File: src/verilog/cim_config.svh
// Compute-in-memory block configuration
// Array geometry, host address width and instruction field positions

`ifndef CIM_CONFIG_SVH
`define CIM_CONFIG_SVH

// Array geometry
`define CIM_ADDR_WIDTH      8
`define CIM_DATA_WIDTH      32
`define CIM_HOST_ADDR_WIDTH 9
`define CIM_DEPTH           256

// Instruction word fields
`define CIM_OP_HI 31
`define CIM_OP_LO 24
`define CIM_S1_HI 23
`define CIM_S1_LO 16
`define CIM_S2_HI 15
`define CIM_S2_LO 8
`define CIM_D1_HI 7
`define CIM_D1_LO 0

`endif

File: src/verilog/cim_pkg.sv
// Shared types for the compute-in-memory block
// Row widths, opcodes, combine operations and controller states

`include "cim_config.svh"

package cim_pkg;

    typedef logic [`CIM_ADDR_WIDTH-1:0] row_addr_t;
    typedef logic [`CIM_DATA_WIDTH-1:0] row_data_t;
    typedef logic [4:0]                 shift_amt_t;

    // Host instruction opcodes
    typedef enum logic [7:0] {
        MOVE  = 8'h01,
        ORC   = 8'h03,
        ANDC  = 8'h04,
        XORC  = 8'h05,
        LSHFT = 8'h08,
        RSHFT = 8'h09,
        P_INV = 8'h0E,
        ADDS  = 8'h0F,
        SCIN  = 8'h10
    } cim_opcode_t;

    // Result select for the compute unit
    typedef enum logic [2:0] {
        CMB_PASS,
        CMB_OR,
        CMB_AND,
        CMB_XOR,
        CMB_SHL,
        CMB_SHR,
        CMB_INV,
        CMB_ADD
    } combine_op_t;

    typedef enum logic [2:0] {
        IDLE,
        LOAD,
        READ1,
        READ2,
        READ3,
        EXEC1,
        EXEC2,
        SETC
    } ctrl_state_t;

endpackage

File: src/verilog/cim_host_port.sv
// Avalon-MM slave side of the compute-in-memory block
// Request acceptance, instruction field capture and read data return

`timescale 1ns/1ps
`include "cim_config.svh"

module cim_host_port
    import cim_pkg::*;
(
    input  logic                            sys_clk_in,
    input  logic                            sys_reset_in,
    input  logic [`CIM_HOST_ADDR_WIDTH-1:0] avalon_address,
    input  logic [`CIM_DATA_WIDTH-1:0]      avalon_writedata,
    input  logic                            avalon_write,
    input  logic                            avalon_read,
    output logic                            avalon_waitrequest,
    output logic [`CIM_DATA_WIDTH-1:0]      avalon_readdata,
    output logic                            avalon_readdatavalid,
    input  logic                            ready,
    input  logic                            readback_strobe,
    input  row_data_t                       rdata_a,
    output logic                            load_start,
    output logic                            exec_start,
    output logic                            read_start,
    output cim_opcode_t                     opcode,
    output row_addr_t                       s1,
    output row_addr_t                       s2,
    output row_addr_t                       d1,
    output row_addr_t                       row_addr,
    output row_data_t                       load_word
);

    cim_opcode_t opcode_q;

    // Address bit 8 selects a direct load over an instruction
    assign load_start = ready && avalon_write && avalon_address[`CIM_ADDR_WIDTH];
    assign exec_start = ready && avalon_write && !avalon_address[`CIM_ADDR_WIDTH];
    assign read_start = ready && avalon_read && !avalon_write;

    assign avalon_waitrequest = !ready;

    // Opcode forwarded in the accepting cycle so the FSM can branch at once
    assign opcode = exec_start ?
                    cim_opcode_t'(avalon_writedata[`CIM_OP_HI:`CIM_OP_LO]) : opcode_q;

    always_ff @(posedge sys_clk_in)
    begin
        if (exec_start)
        begin
            opcode_q <= cim_opcode_t'(avalon_writedata[`CIM_OP_HI:`CIM_OP_LO]);
            s1       <= avalon_writedata[`CIM_S1_HI:`CIM_S1_LO];
            s2       <= avalon_writedata[`CIM_S2_HI:`CIM_S2_LO];
            d1       <= avalon_writedata[`CIM_D1_HI:`CIM_D1_LO];
        end
        if (load_start)
            load_word <= avalon_writedata;
        if (load_start || exec_start || read_start)
            row_addr <= avalon_address[`CIM_ADDR_WIDTH-1:0];
        if (readback_strobe)
            avalon_readdata <= rdata_a;
    end

    always_ff @(posedge sys_clk_in or posedge sys_reset_in)
    begin
        if (sys_reset_in)
            avalon_readdatavalid <= 1'b0;
        else
            avalon_readdatavalid <= readback_strobe;
    end

endmodule

File: config.mk
export PLATFORM = sky130hd
export DESIGN_NAME = cim_host_port
export DESIGN_NICKNAME = d
export VERILOG_FILES = /design/src/verilog/cim_pkg.sv /design/src/verilog/cim_host_port.sv
export VERILOG_INCLUDE_DIRS = /design/src /design/src/verilog
export SDC_FILE = /design/constraint.sdc
export NUM_CORES = 1
export LEC_CHECK = 0
export BUFFER_PORTS_ARGS = -buffer_cell sky130_fd_sc_hd__buf_2
export CAP_MARGIN = 40
export CORE_MARGIN = 4
export CORE_UTILIZATION = 40
export CTS_CLUSTER_DIAMETER = 40
export DETAILED_ROUTE_END_ITERATION = 10
export PLACE_DENSITY = 0.74
export SLEW_MARGIN = 25
export SYNTH_ARGS = -nofsm -noshare
export SYNTH_HDL_FRONTEND = slang
export SYNTH_SLANG_ARGS = --single-unit
File: constraint.sdc
create_clock -name sys_clk_in -period 2.2 [get_ports sys_clk_in]
set_clock_uncertainty 0.2 [all_clocks]
set_input_delay 0.11 -clock sys_clk_in [delete_from_list [all_inputs] [get_ports sys_clk_in]]
set_output_delay 0.11 -clock sys_clk_in [all_outputs]
set_load 0.03 [all_outputs]
==> run_results.csv <==
group,metric,value,unit
power,power.sequential.fraction,55.8,%
yosys,ys_warn_count,0,
final_layout,fillerInstances,515,
yosys,synth_common_cells,"edfxtp_1, dfxtp_1, mux2_2, inv_1, nor2_1",
clocking,insertion_delay,0.35,ns
timing,grt_setup_unrepaired,"false",
final_layout,final_net_count,476,
critical_path,launching_element_of_the_worst_setup_path,"avalon_address[8]",
yosys,yosysTopAreaCell,"edfxtp_1",
clocking,tritoncts.num_buffers,9,
routing,drtPass1Iterations,4,
min_path,min_from,"ready",
critical_path,data_required_time_of_the_critical_path,1.89,ns
critical_path,startpoint_class_of_the_critical_path,"primary input",
floorplan,coreArea,7770,µm²
yosys,seq_area_frac_synth,95.5,%
critical_path,regToRegSetupSlack,1.28,ns
yosys,syn-num-nets,201,
routing,remaining_drc_errors,0,
critical_path,worst_r2r_startpoint,"opcode_q[0]",
floorplan,initial_core_util,41.3,%
timing,setup-tns-final,0,ns
timing,slew_hr,54.7,%
yosys,largest_family_of_logic_cells_by_synthesized_area,"multiplexers",
yosys,synth-async-reset-ratio,0.952,%
power,p_per_area,807,nW/µm²
final_layout,post_route_cells_drive_above_1_share,53.2,%
critical_path,worstSetupEndpoint,"load_start",
floorplan,fp.dieH,97.6,µm
power,p_leak,2.23,nW
timing,final_hold_viol_count,0,
yosys,fraction_of_the_mapped_netlist_area_in_compound_gates,0,%
timing,final_min_period_over_clock_period,91.3,%
routing,routed_wirelength,8160,µm
yosys,synth-main-ff-cell,"edfxtp_1",
clocking,cts_repair_resize_count,0,
clocking,cts.reportedPaths.clkPinSlew,0.10,ns
routing,drt_first_iter_violations,57,
power,power.switching_fraction,26.3,%
place,place_worst_setup_slack,0.524,ns
routing,wire_length_per_cell,16.2,µm
power,internal-power,0.00312,W
routing,vias_per_cell,4.38,
yosys,synth_top_cell_area_share,89.8,%
timing,tightestPinTransition,0.678,ns
power,vdd.ir_drop.worst,0.000495,V
clocking,cts_tree,"done",
place,finalWeightedCongestion,0.782,
global_routing,grt_max_degree,34,
critical_path,arrival,1.70,ns
yosys,post_synth_and_or_nand_nor_area_fraction,1.32,%
yosys,average_footprint_of_a_synthesized_cell,26.3,µm²
timing,report.final.slew_viol_count,0,
floorplan,design.die.area,9530,µm²
min_path,hold_path_class,"in2reg",
clocking,cts.path.max_buffers,2,
place,place.detailed.hpwl,5240,µm
clocking,cts_num_sinks,105,
critical_path,critPathKind,"in2out",
critical_path,ff2ff_path_depth,1,
floorplan,design.portCount,188,
final_layout,antennaDiodeCount,0,
critical_path,critical_path.endpoint_type,"output port",
yosys,synth_area,3210,µm²
global_routing,grt_pass1_wl,12700,µm
yosys,synth.area.top_cells,"edfxtp_1, dfxtp_1, mux2_2, dfrtp_1, nand3b_4",
routing,detailroute.via_count,2209,
power,power_frac_comb,16.4,%
timing,clock.fmax,0.498,GHz
timing,setup_viol_count_final,0,
floorplan,rows,32,
yosys,yosys.area_share.adder,0,%
power,p_switching,0.00111,W
critical_path,path_max_fanout,29,
yosys,synthCells,122,
timing,final_critical_path_setup_slack,0.191,ns
critical_path,timing.rr.end,"opcode_q[0]",
yosys,synth-edff-count,96,
global_routing,grt_antenna_before_repair,0,
place,port_buffers,187,
yosys,post_synth_mux_area_share,2.80,%
yosys,most_numerous_cell_in_the_yosys_netlist,"edfxtp_1",
flow_run,drv_cap,0,
global_routing,grt_remaining_overflow,0,
final_layout,synthToLayoutAreaGrowth,63.2,%
yosys,yosys.area_share.xor_xnor,0,%
power,clock_power_share,27.8,%
routing,route.antenna.remaining_nets,0,
timing,finalCriticalPeriod,2.01,ns
yosys,synth_seq_cells,105,
clocking,post_cts_buffers,0,
outcome,outcome,"finished, final reports clean",
yosys,synthDistinctLibCells,9,
global_routing,via_count_of_the_first_global_routing_pass,2495,
clocking,cts-htree-levels,3,
floorplan,dieWidth,97.6,µm
global_routing,global_route.usage.total,17.3,%
clocking,cts-root-buf,"clkbuf_8",
==> worst max-delay path, stage by stage <==
cell and delay, ns:
dlygate4sd3_1 0.54, buf_2 0.11, and3_2 0.61, buf_2 0.32
==> what timing repair did <==
action,4_1_cts,5_1_grt
hold endpoints to repair,105,0
hold buffers,75,0
endpoints found under the setup margin,0,0
==> stage by stage <==
stage               util, %  instance area [µm²]  cells  power [W]  hold slack (ns)
floorplan                 -                 3210    122    0.00276           -0.361
global placement       55.2                 4290    413    0.00298           -0.257
detailed placement     55.2                 4290    413    0.00299           -0.250
CTS                    67.5                 5240    504    0.00426          0.00244
global route           67.5                 5240    504    0.00442           0.0169
finish                 67.5                 5240    504    0.00423           0.0308
==> cell families after synthesis <==
group,Yosys count
muxes,8
DFF,105
and+or+nand+nor,6
buffers and inverters,3
==> power groups by stage <==
stage	Combinational (W)	Sequential, W	Clock [W]
6_report	0.000695	0.00236	0.00117
5_1_grt	0.000731	0.00237	0.00131
4_1_cts	0.000690	0.00236	0.00121
3_5_place_dp	0.000586	0.00241	0
3_3_place_gp	0.000579	0.00240	0
2_1_floorplan	0.000121	0.00264	0
==> layout make-up <==
class	instances	area [µm²]	share of cell area [%]
sequential	105	3070	58.5
clock buffer	9	124	2.36
timing repair buffer	264	1700	32.5
tap	102	128	2.43
inverter	3	11.3	0.215
multi-input combinational	14	133	2.53
clock inverter	7	76.3	1.46
==> sequential cells by signal, indices dropped and copies added (netlist names) <==
| signal | cells |
|---|---|
| avalon_readdatavalid | 1 |
| opcode_q | 8 |
| row_addr | 8 |
| s2 | 8 |
| d1 | 8 |
| avalon_readdata | 32 |
| s1 | 8 |
| load_word | 32 |
==> how the worst min path moves through the flow <==
stage                      endpoint  slack (ns)  cells after the start
3_3_place_gp   avalon_readdatavalid       -0.26                      2
4_1_cts                 opcode_q[0]       0.002                      3
3_5_place_dp   avalon_readdatavalid       -0.25                      2
6_report                opcode_q[7]        0.03                      3
2_1_floorplan  avalon_readdatavalid       -0.36                      1
5_1_grt                 opcode_q[3]        0.02                      3
==> cells in the final DEF, fill, tap and decap left out <==
cell / instances
buf_2: 187
edfxtp_1: 96
dlygate4sd3_1: 75
clkbuf_8: 9
mux2_2: 8
dfxtp_1: 8
inv_1: 3
nor2_1: 3
clkinv_4: 2
inv_6: 2
buf_4: 2
nand3b_4: 1
and3_2: 1
nand2_1: 1
dfrtp_1: 1
clkinv_1: 1
clkinvlp_4: 1
bufinv_16: 1
==> metal layers <==
layer	track usage [%]	wire (µm)	part of all wire, %	vias to the layer above
met4	9.05	261	3.2	0
met1	17.3	2740	34	1011
met2	29.9	4150	51	148
met5	0	0	0	-
met3	8.11	1010	12	25
li1	-	-	-	1025
Power figures use the tool's default switching activity.
