===== config.mk =====
export PLATFORM = sky130hd
export DESIGN_NAME = cim_compute_unit_flat
export DESIGN_NICKNAME = d
export VERILOG_FILES = /design/src/verilog/cim_pkg.sv /design/src/verilog/cim_compute_if.sv /design/src/verilog/cim_compute_unit.sv /design/src/flat_wrapper.sv
export VERILOG_INCLUDE_DIRS = /design/src /design/src/verilog
export SDC_FILE = /design/constraint.sdc
export NUM_CORES = 1
export LEC_CHECK = 0
export BUFFER_PORTS_ARGS = -buffer_cell sky130_fd_sc_hd__buf_4
export CORE_UTILIZATION = 40
export DETAILED_ROUTE_END_ITERATION = 8
export GPL_TIMING_DRIVEN = 0
export HOLD_SLACK_MARGIN = 0.08
export PLACE_DENSITY = 0.57
export SLEW_MARGIN = 40
export SYNTH_ARGS = -nofsm -noshare
export SYNTH_HDL_FRONTEND = slang
export SYNTH_SLANG_ARGS = --single-unit

===== constraint.sdc =====
create_clock -name sys_clk_in -period 3.19 [get_ports sys_clk_in]
set_input_delay 0.319 -clock sys_clk_in [delete_from_list [all_inputs] [get_ports sys_clk_in]]
set_output_delay 0.319 -clock sys_clk_in [all_outputs]
set_load 0.005 [all_outputs]

===== src/verilog/cim_config.svh =====
// Compute-in-memory block configuration
// Array geometry, host address width and instruction field positions

`ifndef CIM_CONFIG_SVH
`define CIM_CONFIG_SVH

// Array geometry
`define CIM_ADDR_WIDTH      8
`define CIM_DATA_WIDTH      32
`define CIM_HOST_ADDR_WIDTH 9
`define CIM_DEPTH           256

// Instruction word fields
`define CIM_OP_HI 31
`define CIM_OP_LO 24
`define CIM_S1_HI 23
`define CIM_S1_LO 16
`define CIM_S2_HI 15
`define CIM_S2_LO 8
`define CIM_D1_HI 7
`define CIM_D1_LO 0

`endif


===== src/verilog/cim_pkg.sv =====
// Shared types for the compute-in-memory block
// Row widths, opcodes, combine operations and controller states

`include "cim_config.svh"

package cim_pkg;

    typedef logic [`CIM_ADDR_WIDTH-1:0] row_addr_t;
    typedef logic [`CIM_DATA_WIDTH-1:0] row_data_t;
    typedef logic [4:0]                 shift_amt_t;

    // Host instruction opcodes
    typedef enum logic [7:0] {
        MOVE  = 8'h01,
        ORC   = 8'h03,
        ANDC  = 8'h04,
        XORC  = 8'h05,
        LSHFT = 8'h08,
        RSHFT = 8'h09,
        P_INV = 8'h0E,
        ADDS  = 8'h0F,
        SCIN  = 8'h10
    } cim_opcode_t;

    // Result select for the compute unit
    typedef enum logic [2:0] {
        CMB_PASS,
        CMB_OR,
        CMB_AND,
        CMB_XOR,
        CMB_SHL,
        CMB_SHR,
        CMB_INV,
        CMB_ADD
    } combine_op_t;

    typedef enum logic [2:0] {
        IDLE,
        LOAD,
        READ1,
        READ2,
        READ3,
        EXEC1,
        EXEC2,
        SETC
    } ctrl_state_t;

endpackage


===== src/verilog/cim_compute_if.sv =====
// Command bundle from controller to compute unit
// Operation select, shift count and carry flag controls

`timescale 1ns/1ps

interface cim_compute_if
    import cim_pkg::*;
();

    combine_op_t combine_op;
    shift_amt_t  shift_amount;
    // One-cycle strobes
    logic        update_carry;
    logic        load_carry;
    logic        carry_value;

    modport command (
        output combine_op,
        output shift_amount,
        output update_carry,
        output load_carry,
        output carry_value
    );

    modport unit (
        input combine_op,
        input shift_amount,
        input update_carry,
        input load_carry,
        input carry_value
    );

endinterface


===== src/verilog/cim_compute_unit.sv =====
// Row compute datapath
// Bitwise combine, logical shifts, inversion, add with carry flag

`timescale 1ns/1ps

module cim_compute_unit
    import cim_pkg::*;
(
    input  logic       sys_clk_in,
    input  logic       sys_reset_in,
    cim_compute_if.unit cmd,
    input  row_data_t  rdata_a,
    input  row_data_t  rdata_b,
    output row_data_t  result
);

    logic      carry_flag;
    logic      add_carry;
    row_data_t add_sum;

    // Carry out lands in the extra top bit
    assign {add_carry, add_sum} = rdata_a + rdata_b + row_data_t'(carry_flag);

    always_comb
    begin
        case (cmd.combine_op)
            CMB_PASS: result = rdata_a;
            CMB_OR:   result = rdata_a | rdata_b;
            CMB_AND:  result = rdata_a & rdata_b;
            CMB_XOR:  result = rdata_a ^ rdata_b;
            CMB_SHL:  result = rdata_a << cmd.shift_amount;
            CMB_SHR:  result = rdata_a >> cmd.shift_amount;
            CMB_INV:  result = ~rdata_a;
            CMB_ADD:  result = add_sum;
            default:  result = rdata_a;
        endcase
    end

    always_ff @(posedge sys_clk_in or posedge sys_reset_in)
    begin
        if (sys_reset_in)
            carry_flag <= 1'b0;
        else if (cmd.load_carry)
            carry_flag <= cmd.carry_value;
        else if (cmd.update_carry)
            carry_flag <= add_carry;
    end

endmodule


===== src/flat_wrapper.sv =====
// flat-port wrapper written by rule: the top's interface ports become plain ports
module cim_compute_unit_flat import cim_pkg::*;
  (sys_clk_in, sys_reset_in, rdata_a, rdata_b, result, cmd_combine_op, cmd_shift_amount, cmd_update_carry, cmd_load_carry, cmd_carry_value);
  cim_compute_if cmd_i ();
  input  logic sys_clk_in;
  input  logic sys_reset_in;
  input  row_data_t rdata_a;
  input  row_data_t rdata_b;
  output row_data_t result;
  input wire logic [$bits(cmd_i.combine_op)-1:0] cmd_combine_op;
  input wire logic [$bits(cmd_i.shift_amount)-1:0] cmd_shift_amount;
  input wire logic [$bits(cmd_i.update_carry)-1:0] cmd_update_carry;
  input wire logic [$bits(cmd_i.load_carry)-1:0] cmd_load_carry;
  input wire logic [$bits(cmd_i.carry_value)-1:0] cmd_carry_value;
  assign cmd_i.combine_op = cmd_combine_op;
  assign cmd_i.shift_amount = cmd_shift_amount;
  assign cmd_i.update_carry = cmd_update_carry;
  assign cmd_i.load_carry = cmd_load_carry;
  assign cmd_i.carry_value = cmd_carry_value;
  cim_compute_unit u_core (.sys_clk_in(sys_clk_in), .sys_reset_in(sys_reset_in), .cmd(cmd_i), .rdata_a(rdata_a), .rdata_b(rdata_b), .result(result));
endmodule

==> metrics, run 1 <==
die area=0.01938 sq mm; crit-path max cell delay=430 ps; most frequent cells in the layout=buf_4 (118), a21oi_1 (98), nor2_1 (79); Worst Slack Setup Final=-111.5 ps; required time of the critical path=2870 ps; Starting Density=0.4137; Setup-failing EPs final=6; clk_lat worst skew=0 ps; total I/O pin count=109; slowest CP cell=nor2_1; share of layout cells above drive strength 1=0.2641; Area Growth Syn to Fin=19.14%; grt ovf=0; cells after synthesis=1041; placer's final routability congestion estimate=1.037; number of fill cells=1910; commonest non-fill, non-tap cell in the layout=buf_4; DR WL/cell=31.39 um; largest registers=u_core.carry_flag (1); Top Family by Delay on Critical Path=buffers and inverters; crit path kind=primary input to output pin; failing checks=DRC, setup timing; Worst Hold Class=primary input to asynchronous set/reset pin; share of the synthesized area in the top cell type=0.1375; Hold Vio Cnt, Final=0; crit path DAT=2980 ps; CP most frequent cell=buf_2; Final Routed Wirelength=42.76 mm; FFs w/ async S/R, synth=1.000; Via-to-Cell Ratio=7.199; CTS Hold Bufs=0; worst clock skew=0 ps; DRT Pass-1 Iters=8; Post-Syn Nets=1184; vias in the first global route=9029; nets=1277; Area contributors post-synth=mux4_2 (14%), ha_1 (11%), mux2i_1 (9.3%), a21oi_1 (6.8%), o21ai_0 (4.4%); predominant post-synthesis flop cell=dfrtp_1; Synthesis Warnings=0; largest net degree at the start of global routing=14; Tot GR Track Use=0.4269; Placeable Area=0.01821 sq mm; Synth Area per Inst=7.236 sq um; first-pass GRT wire length=61.24 mm; port bufs=102; synthesized flop and latch total=1; kind of end point of the critical path=output pin; Post-synth EDFFs=0; worst-margin pin slew=855.0 ps; post-layout min period=3302 ps; Top reg by flops=u_core.carry_flag; max reg flops=1; CP Cell Sequence=buf_2 > buf_4 > buf_2 > buf_2 > nor2_1 > nand2_1 > o22ai_1 > a21oi_1 > o311a_1 > a21oi_1 > buf_4; Buf/Inv on CP=5; Area after DPL=0.008618 sq mm; # Max-Cap Violations=0; Cell variety after synth=79; leading area contributor after synthesis=mux4_2; Vias=9805; # DRC=2; worst relative slew slack=0.4300; fin area=0.008974 sq mm; Die Ht=139.2 um; Max Clk Rate=302.9 MHz; outcome=complete, but fails checks; Post-DRT Antenna Nets=0; post-synthesis sequential area ratio=0.003322; DRT iter0 DRCs=1404; initial antenna violation count=1; # rows=49; Post-Syn Area=0.007532 sq mm; Die W=139.2 um; Pins Over Slew Limit=0; Clock Pin Slew Worst Setup and Hold Paths=0 ps; Critical Path Fanout Max=10; dpl hpwl=33.80 mm; period utilization=1.035; Worst setup SP type=primary input
==> layer usage <==
metal  GRT usage  part of all wire
met5           0                 0
met4      0.2006             0.056
met3     0.09326              0.12
met2      0.6432              0.43
met1      0.5770              0.39
==> Yosys cell counts (5+ instances only) <==
cell	number
nor2_1	80
nand2b_1	9
o21a_1	10
ha_1	64
or3_1	6
mux2i_1	70
o221ai_1	9
buf_6	6
inv_1	72
nor2b_1	9
a211oi_1	28
and3_1	10
buf_4	8
xnor2_1	5
mux4_2	46
and2_1	8
buf_2	24
a221o_1	6
a21oi_1	103
a21o_1	22
nand3b_1	8
o22ai_1	28
nand3_1	23
nor3_1	15
a211o_1	6
nand4_1	10
o31ai_1	6
o211ai_1	15
clkbuf_1	66
o21ai_0	66
a221oi_1	18
a32oi_1	5
nand2_1	74
mux2_2	27
a31oi_1	11
==> worst paths after layout <==
path	start	to	slack, ps	depth (start not counted)
max in group asynchronous	sys_reset_in	u_core.carry_flag	2930	2
setup / recovery	cmd_shift_amount[2]	result[9]	-110	11
hold reg to reg	u_core.carry_flag	u_core.carry_flag	860	4
hold / removal	sys_reset_in	u_core.carry_flag	170	2
min in group sys_clk_in	cmd_carry_value	u_core.carry_flag	590	3
setup reg to reg	u_core.carry_flag	u_core.carry_flag	550	9
==> stage by stage <==
| stage | utilization | setup TNS [ps] | hold WS [ps] | std cells | worst slack, ps |
|---|---|---|---|---|---|
| CTS | 0.4800 | -35.92 | 169.3 | 1364 | -35.92 |
| global placement | 0.4714 | -8609 | 164.4 | 1372 | -574.4 |
| detailed placement | 0.4733 | -8725 | 169.3 | 1372 | -636.6 |
| floorplan | - | 0 | 47.71 | 1041 | 395.1 |
| finish | 0.4928 | -393.0 | 166.5 | 1362 | -111.5 |
| global route | 0.4927 | -16.41 | 173.0 | 1361 | -8.945 |
==> kinds of logic after synthesis <==
family	after synthesis	synth area share
buffers and inverters	180	0.1038
flip-flops	1	0.003322
AND/OR/NAND/NOR	269	0.1733
XOR/XNOR	8	0.009303
AO/OA/AOI/OAI	373	0.3262
multiplexers	144	0.2724
adder cells (fa/ha/maj)	66	0.1116
==> layout make-up <==
| class | count | area [sq um] | area share |
|---|---|---|---|
| Multi-Input combinational cell | 860 | 7057 | 0.7864 |
| Timing Repair Buffer | 110 | 833.3 | 0.09286 |
| Buffer | 88 | 495.5 | 0.05521 |
| Tap cell | 229 | 286.5 | 0.03193 |
| Inverter | 73 | 274.0 | 0.03054 |
| Sequential cell | 1 | 25.02 | 0.002789 |
| Antenna cell | 1 | 2.502 | 0.0002789 |
==> what timing repair did <==
item / 4_1_cts / 5_1_grt
resized for setup: 38 / 70
hold endpoints to repair: 0 / 0
setup endpoints to repair: 28 / 29
buffers inserted: 6 / 2
pin swaps: 8 / 11
==> inputs of run 2 (changes only) <==
Settings changed: BUFFER_PORTS_ARGS -buffer_cell sky130_fd_sc_hd__buf_4 to unset, DONT_BUFFER_PORTS set to 1, PLACE_DENSITY 0.57 to 0.52.
Clock period 3.19 ns to 3.4 ns, I/O delays scaled along.
==> run 2 against run 1 <==
Compared with the run above:
- the run ends with setup timing left
- cell count decreased by 6.6%
- hold slack improved by 350 ps
- clock skew unchanged
- critical path depth decreased by 3
- setup slack improved by 80 ps
- design area decreased by 12%
- routed wire length decreased by 2.2%
- via count decreased by 5.5%
- core utilization decreased by 5.8 points
- die area unchanged
==> metrics, run 2 (same netlist as run 1, synthesis figures left out) <==
worst relative slew slack=0.3899 (was 0.4300); initial antenna violation count=0 (was 1); nets=1188 (was 1277); commonest non-fill, non-tap cell in the layout=a21oi_1 (was buf_4); Starting Density=0.4137 (unchanged); max reg flops=1 (unchanged); largest registers=u_core.carry_flag (1) (unchanged); clk_lat worst skew=0 ps (about the same); Placeable Area=0.01821 sq mm (unchanged); Worst Hold Class=primary input to register (was primary input to asynchronous set/reset pin); Top reg by flops=u_core.carry_flag (unchanged); Hold Vio Cnt, Final=0 (unchanged); # Max-Cap Violations=0 (unchanged); dpl hpwl=33.47 mm (was 33.80 mm); grt ovf=0 (unchanged); crit path DAT=3090 ps (was 2980 ps); Critical Path Fanout Max=10 (unchanged); sw frac=0.6382; worst clock skew=0 ps (unchanged); Buf/Inv on CP=3 (was 5); vias in the first global route=8637 (was 9029); period utilization=1.009; antenna cells=0 (was 1); required time of the critical path=3060 ps (was 2870 ps); failing checks=setup timing (was DRC, setup timing); Sequential Power Share=0.011; largest net degree at the start of global routing=12 (was 14); DRT iter0 DRCs=1209 (was 1404); Worst setup SP type=primary input (unchanged); most frequent cells in the layout=a21oi_1 (101), nor2_1 (80), nand2_1 (74) (was buf_4 (118), a21oi_1 (98), nor2_1 (79)); share of layout cells above drive strength 1=0.1477 (was 0.2641); CP Cell Sequence=buf_4 > clkbuf_1 > clkbuf_1 > a21oi_1 > o21ai_0 > o31ai_1 > o22ai_1 > o21ai_0 (was buf_2 > buf_4 > buf_2 > buf_2 > nor2_1 > nand2_1 > o22ai_1 > a21oi_1 > o311a_1 > a21oi_1 > buf_4); clock share of power=0; Max VDD drop=0.07083 mV; DR WL/cell=32.88 um (was 31.39 um); Die Ht=139.2 um (unchanged); Psw=0.9113 mW; Finished Core Util=0.4350 (was 0.4928); Top Family by Delay on Critical Path=buffers and inverters (unchanged); Final Routed Wirelength=41.82 mm (was 42.76 mm); outcome=complete, but fails checks (unchanged); Clock Pin Slew Worst Setup and Hold Paths=0 ps (about the same); Max Clk Rate=291.4 MHz; # DRC=0 (was 2); LEAKAGE=3.328 nW; # rows=49 (unchanged); combinational share of power=0.989; placer's final routability congestion estimate=1.082 (was 1.037); kind of end point of the critical path=output pin (unchanged); Setup WS pre-CTS=-139.7 ps (was -636.6 ps); Die W=139.2 um (unchanged); slowest CP cell=clkbuf_1 (was nor2_1); worst-margin pin slew=915.1 ps (was 855.0 ps); Post-DRT Antenna Nets=0 (unchanged); Power Density=180.3 mW/mm^2; Pins Over Slew Limit=0 (unchanged); port bufs=0 (was 102); Tot GR Track Use=0.4209 (was 0.4269); Pint=0.5166 mW; total I/O pin count=109 (unchanged); Via-to-Cell Ratio=7.286 (was 7.199); DRT Pass-1 Iters=8 (unchanged); die area=0.01938 sq mm (unchanged); crit-path max cell delay=710 ps (was 430 ps); Setup-failing EPs final=2 (was 6); Area Growth Syn to Fin=5.150% (was 19.14%); post-layout min period=3432 ps; Vias=9268 (was 9805); first-pass GRT wire length=60.38 mm (was 61.24 mm); Worst Slack Setup Final=-32.00 ps (was -111.5 ps); crit path kind=primary input to output pin (unchanged)
==> run 2: cell count changes in the layout (fill, tap and decap cells not counted), moves of 4 or more <==
cell | previous run | this run
buf_2 | 16 | 24
buf_4 | 118 | 9
clkbuf_4 | 10 | 0
mux2i_1 | 63 | 67
o21ai_0 | 60 | 64
ha_1 | 58 | 64
ha_2 | 6 | 0
mux2i_4 | 4 | 0
clkbuf_2 | 12 | 16
clkbuf_1 | 31 | 51
==> run 2: power groups by stage <==
stage	Sequential (mW)	Clock, mW	Combinational, mW
after floorplan	0.0140	0	0.917
after global placement	0.0163	0	1.34
after detailed placement	0.0163	0	1.33
after CTS	0.0163	0	1.34
after global routing	0.0162	0	1.47
final	0.0163	0	1.41
==> run 2: what timing repair did <==
item / in CTS / in global routing
gates cloned: 0 / 0
pin swaps: 0 / 2
setup buffers: 0 / 1
hold endpoints to repair: 1 / 0
hold buffers: 1 / 0
endpoints found under the setup margin: 8 / 18
resized for setup: 11 / 22
==> run 2: metal layers <==
layer / track usage / vias to the layer above / routed length [um]
li1: - / 3950 / -
met1: 0.5724 / 4492 / 16930
met2: 0.6488 / 706 / 17990
met3: 0.08981 / 120 / 4967
met4: 0.1602 / 0 / 1936
met5: 0 / - / 0
==> run 2: worst paths after layout <==
kind                                    from                end  slack (ps)  cells after the start
min in group asynchronous       sys_reset_in  u_core.carry_flag         630                      2
max reg2reg                u_core.carry_flag  u_core.carry_flag         420                      9
max                        cmd_combine_op[2]         result[20]         -30                      8
min                          cmd_carry_value  u_core.carry_flag         510                      2
min reg2reg                u_core.carry_flag  u_core.carry_flag         840                      4
max in group asynchronous       sys_reset_in  u_core.carry_flag        2680                      2
==> run 2: stage by stage <==
step | power [mW] | hold slack (ps) | setup TNS, ps | instance area [sq um] | std cells
detailed placement | 1.351 | 71.74 | -424.1 | 7853 | 1270
CTS | 1.361 | 510.2 | 0 | 7878 | 1271
global route | 1.486 | 558.1 | -23.92 | 7920 | 1272
floorplan | 0.9305 | 68.71 | 0 | 7532 | 1041
finish | 1.428 | 511.7 | -54.47 | 7920 | 1272
global placement | 1.359 | 70.86 | -877.6 | 7819 | 1270
==> run 2: layout make-up <==
type                    count  area, sq um
plain buffers             107        526.8
fillers                  2001        10290
inverters                  73        274.0
multi-input cells         860         6790
flip-flops and latches      1        25.02
well taps                 229        286.5
repair buffers              2        17.52
Note: power is estimated with default switching activity, not from simulation.
