## src/verilog/cim_config.svh

```systemverilog
// Compute-in-memory block configuration
// Array geometry, host address width and instruction field positions

`ifndef CIM_CONFIG_SVH
`define CIM_CONFIG_SVH

// Array geometry
`define CIM_ADDR_WIDTH      8
`define CIM_DATA_WIDTH      32
`define CIM_HOST_ADDR_WIDTH 9
`define CIM_DEPTH           256

// Instruction word fields
`define CIM_OP_HI 31
`define CIM_OP_LO 24
`define CIM_S1_HI 23
`define CIM_S1_LO 16
`define CIM_S2_HI 15
`define CIM_S2_LO 8
`define CIM_D1_HI 7
`define CIM_D1_LO 0

`endif

```

## src/verilog/cim_pkg.sv

```systemverilog
// Shared types for the compute-in-memory block
// Row widths, opcodes, combine operations and controller states

`include "cim_config.svh"

package cim_pkg;

    typedef logic [`CIM_ADDR_WIDTH-1:0] row_addr_t;
    typedef logic [`CIM_DATA_WIDTH-1:0] row_data_t;
    typedef logic [4:0]                 shift_amt_t;

    // Host instruction opcodes
    typedef enum logic [7:0] {
        MOVE  = 8'h01,
        ORC   = 8'h03,
        ANDC  = 8'h04,
        XORC  = 8'h05,
        LSHFT = 8'h08,
        RSHFT = 8'h09,
        P_INV = 8'h0E,
        ADDS  = 8'h0F,
        SCIN  = 8'h10
    } cim_opcode_t;

    // Result select for the compute unit
    typedef enum logic [2:0] {
        CMB_PASS,
        CMB_OR,
        CMB_AND,
        CMB_XOR,
        CMB_SHL,
        CMB_SHR,
        CMB_INV,
        CMB_ADD
    } combine_op_t;

    typedef enum logic [2:0] {
        IDLE,
        LOAD,
        READ1,
        READ2,
        READ3,
        EXEC1,
        EXEC2,
        SETC
    } ctrl_state_t;

endpackage

```

## src/verilog/cim_compute_if.sv

```systemverilog
// Command bundle from controller to compute unit
// Operation select, shift count and carry flag controls

`timescale 1ns/1ps

interface cim_compute_if
    import cim_pkg::*;
();

    combine_op_t combine_op;
    shift_amt_t  shift_amount;
    // One-cycle strobes
    logic        update_carry;
    logic        load_carry;
    logic        carry_value;

    modport command (
        output combine_op,
        output shift_amount,
        output update_carry,
        output load_carry,
        output carry_value
    );

    modport unit (
        input combine_op,
        input shift_amount,
        input update_carry,
        input load_carry,
        input carry_value
    );

endinterface

```

## src/verilog/cim_sram_if.sv

```systemverilog
// SRAM port bundle between controller and array
// Port A read address, port B read/write address and write controls

`timescale 1ns/1ps

interface cim_sram_if
    import cim_pkg::*;
();

    row_addr_t addr_a;
    row_addr_t addr_b;
    logic      wren_b;
    // High selects the host load word for the port B write
    logic      wsel_load;
    row_data_t rdata_a;
    row_data_t rdata_b;

    modport driver (
        output addr_a,
        output addr_b,
        output wren_b,
        output wsel_load
    );

    modport memory (
        input  addr_a,
        input  addr_b,
        input  wren_b,
        input  wsel_load,
        output rdata_a,
        output rdata_b
    );

endinterface

```

## src/verilog/cim_controller.sv

```systemverilog
// Instruction sequencer for the compute-in-memory block
// Load, readback, two-cycle execute and carry set state machine

`timescale 1ns/1ps

module cim_controller
    import cim_pkg::*;
(
    input  logic           sys_clk_in,
    input  logic           sys_reset_in,
    input  logic           load_start,
    input  logic           exec_start,
    input  logic           read_start,
    input  cim_opcode_t    opcode,
    input  row_addr_t      s1,
    input  row_addr_t      s2,
    input  row_addr_t      d1,
    input  row_addr_t      row_addr,
    output logic           ready,
    output logic           readback_strobe,
    cim_sram_if.driver     sram,
    cim_compute_if.command compute
);

    ctrl_state_t state;
    ctrl_state_t next_state;
    logic        two_operand;

    function automatic combine_op_t op_to_combine(input cim_opcode_t op);
        case (op)
            ORC:     return CMB_OR;
            ANDC:    return CMB_AND;
            XORC:    return CMB_XOR;
            LSHFT:   return CMB_SHL;
            RSHFT:   return CMB_SHR;
            P_INV:   return CMB_INV;
            ADDS:    return CMB_ADD;
            default: return CMB_PASS;
        endcase
    endfunction

    // Two-operand ops write d1, the rest write s2
    assign two_operand = (opcode == ORC) || (opcode == ANDC) ||
                         (opcode == XORC) || (opcode == ADDS);

    assign compute.combine_op   = op_to_combine(opcode);
    assign compute.shift_amount = d1[4:0];
    assign compute.carry_value  = s1[0];

    always_ff @(posedge sys_clk_in or posedge sys_reset_in)
    begin
        if (sys_reset_in)
        begin
            state <= IDLE;
            ready <= 1'b0;
        end
        else
        begin
            state <= next_state;
            ready <= (next_state == IDLE);
        end
    end

    always_comb
    begin
        next_state             = state;
        sram.addr_a            = s1;
        sram.addr_b            = s2;
        sram.wren_b            = 1'b0;
        sram.wsel_load         = 1'b0;
        readback_strobe        = 1'b0;
        compute.update_carry   = 1'b0;
        compute.load_carry     = 1'b0;

        case (state)
            IDLE:
            begin
                if (load_start)
                    next_state = LOAD;
                else if (read_start)
                    next_state = READ1;
                else if (exec_start)
                begin
                    case (opcode)
                        SCIN:    next_state = SETC;
                        MOVE, ORC, ANDC, XORC,
                        LSHFT, RSHFT, P_INV, ADDS:
                                 next_state = EXEC1;
                        // Unknown opcodes are accepted and dropped
                        default: next_state = IDLE;
                    endcase
                end
            end

            LOAD:
            begin
                sram.addr_b    = row_addr;
                sram.wren_b    = 1'b1;
                sram.wsel_load = 1'b1;
                next_state     = IDLE;
            end

            // Address held on port A until the data is registered out
            READ1:
            begin
                sram.addr_a = row_addr;
                next_state  = READ2;
            end

            READ2:
            begin
                sram.addr_a = row_addr;
                next_state  = READ3;
            end

            READ3:
            begin
                sram.addr_a     = row_addr;
                readback_strobe = 1'b1;
                next_state      = IDLE;
            end

            // Operand rows presented, data valid in EXEC2
            EXEC1:
            begin
                next_state = EXEC2;
            end

            EXEC2:
            begin
                sram.addr_b          = two_operand ? d1 : s2;
                sram.wren_b          = 1'b1;
                compute.update_carry = (opcode == ADDS);
                next_state           = IDLE;
            end

            SETC:
            begin
                compute.load_carry = 1'b1;
                next_state         = IDLE;
            end

            default:
            begin
                next_state = IDLE;
            end
        endcase
    end

endmodule

```

## src/flat_wrapper.sv

```systemverilog
// flat-port wrapper written by rule: the top's interface ports become plain ports
module cim_controller_flat import cim_pkg::*;
  (sys_clk_in, sys_reset_in, load_start, exec_start, read_start, opcode, s1, s2, d1, row_addr, ready, readback_strobe, sram_addr_a, sram_addr_b, sram_wren_b, sram_wsel_load, compute_combine_op, compute_shift_amount, compute_update_carry, compute_load_carry, compute_carry_value);
  cim_sram_if sram_i ();
  cim_compute_if compute_i ();
  input  logic sys_clk_in;
  input  logic sys_reset_in;
  input  logic load_start;
  input  logic exec_start;
  input  logic read_start;
  input  cim_opcode_t opcode;
  input  row_addr_t s1;
  input  row_addr_t s2;
  input  row_addr_t d1;
  input  row_addr_t row_addr;
  output logic ready;
  output logic readback_strobe;
  output wire logic [$bits(sram_i.addr_a)-1:0] sram_addr_a;
  output wire logic [$bits(sram_i.addr_b)-1:0] sram_addr_b;
  output wire logic [$bits(sram_i.wren_b)-1:0] sram_wren_b;
  output wire logic [$bits(sram_i.wsel_load)-1:0] sram_wsel_load;
  output wire logic [$bits(compute_i.combine_op)-1:0] compute_combine_op;
  output wire logic [$bits(compute_i.shift_amount)-1:0] compute_shift_amount;
  output wire logic [$bits(compute_i.update_carry)-1:0] compute_update_carry;
  output wire logic [$bits(compute_i.load_carry)-1:0] compute_load_carry;
  output wire logic [$bits(compute_i.carry_value)-1:0] compute_carry_value;
  assign sram_addr_a = sram_i.addr_a;
  assign sram_addr_b = sram_i.addr_b;
  assign sram_wren_b = sram_i.wren_b;
  assign sram_wsel_load = sram_i.wsel_load;
  assign compute_combine_op = compute_i.combine_op;
  assign compute_shift_amount = compute_i.shift_amount;
  assign compute_update_carry = compute_i.update_carry;
  assign compute_load_carry = compute_i.load_carry;
  assign compute_carry_value = compute_i.carry_value;
  cim_controller u_core (.sys_clk_in(sys_clk_in), .sys_reset_in(sys_reset_in), .load_start(load_start), .exec_start(exec_start), .read_start(read_start), .opcode(opcode), .s1(s1), .s2(s2), .d1(d1), .row_addr(row_addr), .ready(ready), .readback_strobe(readback_strobe), .sram(sram_i), .compute(compute_i));
endmodule
```

## config.mk

```make
export PLATFORM = sky130hd
export DESIGN_NAME = cim_controller_flat
export DESIGN_NICKNAME = d
export VERILOG_FILES = /design/src/verilog/cim_pkg.sv /design/src/verilog/cim_compute_if.sv /design/src/verilog/cim_sram_if.sv /design/src/verilog/cim_controller.sv /design/src/flat_wrapper.sv
export VERILOG_INCLUDE_DIRS = /design/src /design/src/verilog
export SDC_FILE = /design/constraint.sdc
export NUM_CORES = 1
export LEC_CHECK = 0
export CAP_MARGIN = 20
export CELL_PAD_IN_SITES_DETAIL_PLACEMENT = 1
export CELL_PAD_IN_SITES_GLOBAL_PLACEMENT = 2
export CORE_UTILIZATION = 28
export DETAILED_ROUTE_END_ITERATION = 8
export DONT_BUFFER_PORTS = 1
export GPL_TIMING_DRIVEN = 1
export PLACE_DENSITY_LB_ADDON = 0.1
export RECOVER_POWER = 100
export SLEW_MARGIN = 10
export SYNTH_ARGS = -nofsm -noshare
export SYNTH_HDL_FRONTEND = slang
export SYNTH_SLANG_ARGS = --single-unit
```

## constraint.sdc

```tcl
create_clock -name sys_clk_in -period 2.28 [get_ports sys_clk_in]
set_clock_uncertainty 0.05 [all_clocks]
set_input_delay 0.456 -clock sys_clk_in [delete_from_list [all_inputs] [get_ports sys_clk_in]]
set_output_delay 0.456 -clock sys_clk_in [all_outputs]
set_load 0.01 [all_outputs]
```

==> results.yml, run 1 <==
power:
  power_frac_seq_pct: 16.3
  switching_share_pct: 49.3
  power_frac_clock_pct: 10.8
  p_total_w: 0.000783
  p_switching_w: 0.000386
  combinationalPowerShare_pct: 72.9
  power_density_mw_per_mm2: 1050
  ir_drop_uv: 390
  internal_power_w: 0.000397
  leakage_nw: 0.344
clocking:
  clk_latency_ns: 0.23
  tritoncts: "done"
  cts-root-buf: "clkbuf_4"
  path_clk_slew_ns: 0.04
  htreeDepth: 1
  clock-sinks: 4
  numCtsBuffers: 3
  clockBufferDepth: 2
synth:
  postSynthAreaPerCell_sq_um: 8.13
  yosysTopAreaCell: "dfrtp_1"
  yosys.area_share.simple_pct: 26.9
  synthXorXnorAreaFrac_pct: 3.72
  netlist_area_sq_um: 707
  synth_top_area_share_pct: 14.2
  synth_cell_type_count: 32
  synth_seq_cells: 4
  syn_inst: 87
  synthMuxAreaShare_pct: 12.7
  synthTopCellsByArea: "dfrtp_1 14%, mux2_2 13%, a21o_1 11%"
  yosysSeqAreaShare_pct: 14.2
  synthAdderAreaFrac_pct: 0
  synth-compound-area-share_pct: 30.3
  synth_edf_count: 0
  syn_nets: 132
  yosys_warnings: 0
  synth_top_family_by_area: "compound AO/OA/AOI/OAI gates"
  synth_flop_cell: "dfrtp_1"
  async_flop_share_pct: 100
floorplan:
  num_rows: 17
  die_h_microns: 52.2
  dieArea_sq_mm: 0.00273
  ios: 76
  start_util_pct: 30.8
  coreArea_sq_mm: 0.00230
  die_x_microns: 52.2
setup_path:
  r2r_slack_ns: 1.21
  r2r_cells: 4
  worstReg2RegStart: "u_core.state[0]$_DFF_PP0_"
  crit_path_end_kind: "output port"
  cp.arrival_ns: 1.70
  path_max_fanout: 9
  max_stage_delay_ns: 0.41
  crit_chain: "inv_2 -> or3_4 -> nor3b_4 -> buf_12 -> nor2_4 -> a21o_1"
  timing.rr.end: "u_core.state[2]$_DFF_PP0_"
  crit_type: "reg2out"
  crit_path_start_kind: "flop"
  cpMaxStageDelayCell: "or3_4"
  crit_required_ns: 1.77
cells_and_area:
  fin_nets: 133
  drive_above_1_share_pct: 18.6
  final_util_pct: 32.6
  fillCellCount: 288
  num_antenna_cells: 0
  area_delta_synth_final_pct: 5.84
  multi_input_area_sq_um: 515
  regArea_sq_um: 100
  instances_no_fill: 114
sta:
  final_hold_viol_count: 0
  worst_pin_slew_ns: 0.489
  maxClockFrequency_ghz: 0.452
  slew_headroom_pct: 67.4
  fin_crit_sh_pct: 97.0
  setup_ws_ns: 0.0694
  slew_violations: 0
  period_needed_ns: 2.21
  rsz0062_at_grt: "yes"
  setup_viol: 0
placed_design:
  place_inst: 109
  pre_cts_ws_ns: 0.196
  place.gp.congestion: 0.749
  portBuffers: 0
  dp_hpwl_mm: 1.55
flow_run:
  cap_violations: 0
global_routing:
  grt_antenna_before_repair: 0
  grt_max_degree: 12
  grt_pass1_wl_mm: 2.58
  grt_pass1_vias: 624
  grt_usage_pct: 12.4
  grt_overflow_total: 0
route:
  drt_first_pass_iters: 2
  ant_nets: 0
  route.detailed.drc: 0
  vias_per_cell: 5.86
  wl_per_cell_microns: 16.5
  finalWirelength_mm: 1.89
  drtIter0Drc: 6
  vias: 668
hold_path:
  holdCritPathClass: "in2reg"
  hold_depth: 2
  min_from: "load_start"
  worstHoldEndpoint: "u_core.ready$_DFF_PP0_"
run_status:
  status: "finished, final reports clean"
-- cell usage in the layout, fill, tap and decap left out, types with 2 or more instances in the layout --
cell type,Yosys,routed
a22o_1,8,8
and3_2,2,2
dfrtp_1,4,4
mux2_1,0,8
nor2_1,3,3
nand3_1,2,2
and3_1,2,2
a21o_1,10,10
a21oi_1,2,2
nor3_1,3,4
buf_4,9,4
clkbuf_4,0,3
inv_1,2,2
nor4_1,2,2
o21ai_0,3,3
xnor2_1,3,3
nand2_1,7,7
-- synthesized netlist by cell type (2+ instances only) --
cell,number
and3_1,2
nand2_1,7
buf_4,9
xnor2_1,3
mux2_2,8
nor2_1,3
a22o_1,8
inv_1,2
nor4_1,2
and3_2,2
a21oi_1,2
nand3_1,2
nor3_1,3
a21o_1,10
clkbuf_1,2
dfrtp_1,4
o21ai_0,3
-- worst max-delay path by stage --
stage | from | end | slack (ns) | cells after the start
5_1_grt | u_core.state[2]$_DFF_PP0_ | sram_addr_b[3] | -0.02 | 6
3_3_place_gp | opcode[5] | sram_addr_b[7] | 0.15 | 5
2_1_floorplan | opcode[5] | sram_addr_b[0] | 0.19 | 4
4_1_cts | u_core.state[2]$_DFF_PP0_ | sram_addr_b[7] | 0.02 | 6
6_report | u_core.state[2]$_DFF_PP0_ | sram_addr_b[3] | 0.07 | 6
3_5_place_dp | u_core.state[2]$_DFF_PP0_ | sram_addr_b[7] | 0.20 | 6
-- power groups by stage --
| stage | Sequential (W) | Combinational (W) | Clock [W] |
|---|---|---|---|
| 2_1_floorplan | 0.000134 | 0.000499 | 0 |
| 3_3_place_gp | 0.000136 | 0.000585 | 0 |
| 3_5_place_dp | 0.000135 | 0.000584 | 0 |
| 4_1_cts | 0.000128 | 0.000607 | 0.0000910 |
| 5_1_grt | 0.000131 | 0.000630 | 0.0000931 |
| 6_report | 0.000127 | 0.000571 | 0.0000844 |
-- metrics by stage --
stage	instance area, sq um	TNS, ns	hold WS, ns
6_report	748	0	0.367
5_1_grt	748	-0.0360	0.386
4_1_cts	757	0	0.359
3_5_place_dp	717	0	0.185
3_3_place_gp	717	0	0.183
2_1_floorplan	707	0	0.172
-- flip-flops by register name (all words and copies together), names as in the netlist --
name	cells
u_core.state	3
u_core.ready	1
-- kinds of logic after synthesis --
logic type,count (synthesis)
mux,8
compound gates,28
buf+inv,14
flops,4
simple gates,30
xor+xnor,3
-- cell type report --
type,count,area share [%]
Multi-Input combinational cell,69,68.9
Clock buffer,3,3.01
Tap cell,28,4.68
Inverter,3,1.51
Timing Repair Buffer,7,8.53
Sequential cell,4,13.4
-- what timing repair did --
item | in CTS | in global routing
buffers inserted | 1 | 0
hold buffers | 1 | 0
setup endpoints to repair | 8 | 8
pin swaps | 0 | 7
hold endpoints to repair | 4 | 0
resized for setup | 0 | 0
-- worst max-delay path: cells and delay by family, from the launching register on --
kind,cells,cell delay [ns]
AND/OR/NAND/NOR,3,0.69
buffers and inverters,2,0.21
AO/OA/AOI/OAI,1,0.23
flip-flops,1,0.35
-- routing by layer --
| metal | up-vias | global-route usage [%] | part of all wire, % |
|---|---|---|---|
| li1 | 315 | - | - |
| met3 | 0 | 2.03 | 9.4 |
| met1 | 316 | 16.3 | 41 |
| met2 | 37 | 19.9 | 50 |
| met5 | - | 0 | 0 |
| met4 | 0 | 5.26 | 0 |
No activity file was read; power rests on OpenSTA's default activity.
==> inputs of run 2 (changes only) <==
- BUFFER_PORTS_ARGS: unset -> -buffer_cell sky130_fd_sc_hd__buf_2
- CORE_UTILIZATION: 28 -> 16
- DONT_BUFFER_PORTS: 1 -> unset
==> results.yml, run 2 (synthesis gave the netlist of run 1 again) <==
route:
  vias: 951
  vias_per_cell: 4.49
  wl_met3_microns: 296
  finalWirelength_mm: 2.63
  m1WireLength_mm: 1.05
  drtIter0Drc: 17
  highest_layer: "met3"
  route.detailed.drc: 0
  ant_nets: 0
  wl_per_cell_microns: 12.4
  dr_wl_met2_mm: 1.29
  drt_first_pass_iters: 3
placed_design:
  portBuffers: 75
  place_inst: 209
  dp_hpwl_mm: 2.25
  place.gp.congestion: 0.780
sta:
  period_needed_ns: 2.31
  fin_crit_sh_pct: 101
  final_hold_viol_count: 0
  setup_viol: 8
  slew_headroom_pct: 64.5
  rsz0062_at_grt: "yes"
  slew_violations: 0
  setup_ws_ns: -0.0259
  worst_pin_slew_ns: 0.532
  maxClockFrequency_ghz: 0.434
cells_and_area:
  largest_reg_flops: 3
  final_cell_mix: "59 x buf_2, 15 x clkbuf_1, 10 x a21o_1"
  fillCellCount: 546
  multi_input_area_sq_um: 515
  regArea_sq_um: 100
  instances_no_fill: 212
  top_register: "u_core.state"
  top_regs: "u_core.state (3), u_core.ready (1)"
  num_antenna_cells: 0
  final_util_pct: 28.5
  fin_nets: 209
  final_common_cell: "buf_2"
  area_delta_synth_final_pct: 66.0
  drive_above_1_share_pct: 53.7
global_routing:
  grt_overflow_total: 0
  grt_max_degree: 12
  grt_pass1_wl_mm: 3.97
  grt_usage_pct: 10.8
  grt_pass1_vias: 915
  grt_antenna_before_repair: 0
power:
  leakage_nw: 0.624
  power_density_mw_per_mm2: 921
  ir_drop_uv: 237
run_status:
  status: "finished with violations"
  violations: "negative setup slack"
clocking:
  cts-root-buf: "clkbuf_8"
  clock-sinks: 4
  tritoncts: "done"
  clockBufferDepth: 2
  path_clk_slew_ns: 0.03
  numCtsBuffers: 3
  clk_latency_ns: 0.21
  htreeDepth: 1
  hold_buffers: 0
  postCtsSetupRepairBufs: 0
flow_run:
  cap_violations: 0
floorplan:
  num_rows: 23
  die_h_microns: 68.5
  dieArea_sq_mm: 0.00469
  ios: 76
  die_x_microns: 68.5
  start_util_pct: 17.2
  coreArea_sq_mm: 0.00412
setup_path:
  crit_path_end_kind: "output port"
  crit_required_ns: 1.77
  path_max_fanout: 9
  crit_type: "in2out"
  cp.arrival_ns: 1.80
  crit_path_start_kind: "input pin"
hold_path:
  holdCritPathClass: "in2async"
run 2: path summary, 6_finish.rpt:
| path | startpoint | cells after the start | slack [ns] | to |
|---|---|---|---|---|
| max | opcode[5] | 8 | -0.03 | sram_addr_b[4] |
| min | sys_reset_in | 2 | 0.06 | u_core.ready$_DFF_PP0_ |
| max reg2reg | u_core.state[2]$_DFF_PP0_ | 3 | 1.16 | u_core.state[0]$_DFF_PP0_ |
| min reg2reg | u_core.state[1]$_DFF_PP0_ | 3 | 0.59 | u_core.state[1]$_DFF_PP0_ |
| max in group asynchronous | sys_reset_in | 2 | 1.97 | u_core.state[1]$_DFF_PP0_ |
| min in group sys_clk_in | load_start | 3 | 0.53 | u_core.ready$_DFF_PP0_ |
run 2: power by group:
part / switching (W) / internal, W
Combinational: 0.000418 / 0.000398
Sequential: 0.0000156 / 0.000105
Clock: 0.0000317 / 0.000112
Total: 0.000465 / 0.000615
run 2: cell type report:
class | count | share of cell area (%)
multi-input combinational | 69 | 43.9
timing repair buffer | 83 | 37.7
sequential | 4 | 8.53
tap | 50 | 5.33
clock buffer | 3 | 3.52
inverter | 3 | 0.959
run 2: repair_timing:
action / in CTS / in global routing
gates resized for setup: 0 / 3
pin swaps: 4 / 0
endpoints found under the setup margin: 8 / 16
run 2: per-layer routing:
metal  vias up  GRT usage (%)
met4         0           1.56
met1       432           12.1
li1        472              -
met5         -              0
met3         0           1.67
met2        47           21.2
run 2: through the flow:
stage | hold slack (ns) | power (W) | setup WS (ns) | setup TNS [ns] | area, sq um
after floorplan | 0.172 | 0.000632 | 0.194 | 0 | 707
after CTS | 0.0658 | 0.00108 | -0.0273 | -0.148 | 1180
after detailed placement | 0.290 | 0.000927 | 0.0261 | 0 | 1140
final | 0.0649 | 0.00108 | -0.0259 | -0.135 | 1170
after global placement | 0.281 | 0.000919 | 0.0199 | 0 | 1140
after global routing | 0.0717 | 0.00119 | -0.134 | -1.30 | 1170
run 2: critical path, cell delays in order:
cell and delay [ns]:
buf_2 0.10, nor4_1 0.27, clkbuf_1 0.20, nor3b_4 0.24, buf_12 0.15, nor2_4 0.06
a21o_1 0.19, buf_2 0.13
==> inputs of run 3 (changes only) <==
- SKIP_CTS_REPAIR_TIMING: unset -> 1
==> results.yml, run 3 (synthesis gave the netlist of run 1 again) <==
setup_path:
  path_max_fanout: 9
  worstSetupStartpoint: "opcode[5]"
  worstReg2RegStart: "u_core.state[2]$_DFF_PP0_"
  timing.rr.end: "u_core.state[0]$_DFF_PP0_"
  crit_path_end_kind: "output port"
  r2r_slack_ns: 1.16
  crit_path_start_kind: "input pin"
  setup.worst_path.end: "sram_addr_b[3]"
  r2r_cells: 3
  crit_required_ns: 1.77
  cp.arrival_ns: 1.80
  crit_type: "in2out"
cells_and_area:
  fillCellCount: 546
  drive_above_1_share_pct: 53.7
  area_delta_synth_final_pct: 66.0
  fin_nets: 209
  num_antenna_cells: 0
  final_cell_mix: "59 x buf_2, 15 x clkbuf_1, 10 x a21o_1"
  final_common_cell: "buf_2"
  instances_no_fill: 212
  largest_reg_flops: 3
  top_register: "u_core.state"
  top_regs: "u_core.state (3), u_core.ready (1)"
route:
  drt_first_pass_iters: 3
  ant_nets: 0
  drtIter0Drc: 17
  vias_per_cell: 4.48
  finalWirelength_mm: 2.64
  route.detailed.drc: 0
  wl_per_cell_microns: 12.4
  vias: 949
placed_design:
  place.gp.congestion: 0.780
  place_inst: 209
  portBuffers: 75
  dp_hpwl_mm: 2.25
floorplan:
  die_h_microns: 68.5
  num_rows: 23
  coreArea_sq_mm: 0.00412
  die_x_microns: 68.5
  ios: 76
  dieArea_sq_mm: 0.00469
  start_util_pct: 17.2
power:
  power_density_mw_per_mm2: 922
  ir_drop_uv: 237
  p_total_w: 0.00108
  leakage_nw: 0.624
clocking:
  clockBufferDepth: 2
  clk_latency_ns: 0.21
  numCtsBuffers: 3
  clock-sinks: 4
  tritoncts: "done"
  cts-root-buf: "clkbuf_8"
  path_clk_slew_ns: 0.03
  htreeDepth: 1
sta:
  maxClockFrequency_ghz: 0.433
  rsz0062_at_grt: "yes"
  fin_tns_setup_ns: -0.201
  setup_viol: 8
  worst_pin_slew_ns: 0.533
  slew_headroom_pct: 64.5
  final_hold_viol_count: 0
  period_needed_ns: 2.31
  fin_hold_ws_ns: 0.0649
  fin_crit_sh_pct: 101
  setup_ws_ns: -0.0284
  slew_violations: 0
global_routing:
  grt_antenna_before_repair: 0
  grt_usage_pct: 10.8
  grt_pass1_wl_mm: 3.98
  grt_pass1_vias: 914
  grt_max_degree: 12
  grt_overflow_total: 0
flow_run:
  cap_violations: 0
run_status:
  status: "finished with violations"
  violations: "negative setup slack"
hold_path:
  holdCritPathClass: "in2async"
[run 3: cell counts in the layout (fill, tap and decap cells not counted)]
Identical to the previous run, type by type.
[run 3: critical path, cell delays in order]
cell	delay [ns]
buf_2	0.10
nor4_1	0.27
clkbuf_1	0.20
nor3b_4	0.24
buf_12	0.15
nor2_4	0.06
a21o_1	0.19
buf_2	0.13
[run 3: worst min-delay path by stage]
stage,cells after the start,end,start
final,2,u_core.ready$_DFF_PP0_,sys_reset_in
after global routing,2,u_core.state[2]$_DFF_PP0_,sys_reset_in
after CTS,2,u_core.ready$_DFF_PP0_,sys_reset_in
after detailed placement,2,u_core.ready$_DFF_PP0_,sys_reset_in
after global placement,2,u_core.ready$_DFF_PP0_,sys_reset_in
after floorplan,1,u_core.ready$_DFF_PP0_,sys_reset_in
[run 3: where the power goes]
group          internal, W  leakage (nW)  switching (W)
logic             0.000398         0.552       0.000419
clock network     0.000112        0.0216      0.0000317
registers         0.000105        0.0506      0.0000156
[run 3: cell type report]
cell class	instances	area [sq um]	area share, %
multi-input cells	69	515	43.9
repair buffers	83	443	37.7
flip-flops and latches	4	100	8.53
well taps	50	62.6	5.33
clock buffers	3	41.3	3.52
inverters	3	11.3	0.959
[run 3: metal layers]
metal,global-route usage (%),up-vias,wire length [microns]
met5,0,-,0
met4,1.56,0,0
met3,1.67,0,296
met2,21.2,47,1280
met1,12.2,431,1060
li1,-,471,-
[run 3: per-stage QoR]
| step | worst slack, ns | area [sq um] | util (%) |
|---|---|---|---|
| final | -0.0284 | 1170 | 28.5 |
| after global routing | -0.134 | 1170 | 28.5 |
| after CTS | -0.0481 | 1180 | 28.8 |
| after detailed placement | 0.0261 | 1140 | 27.8 |
| after global placement | 0.0199 | 1140 | 27.8 |
| after floorplan | 0.194 | 707 | - |
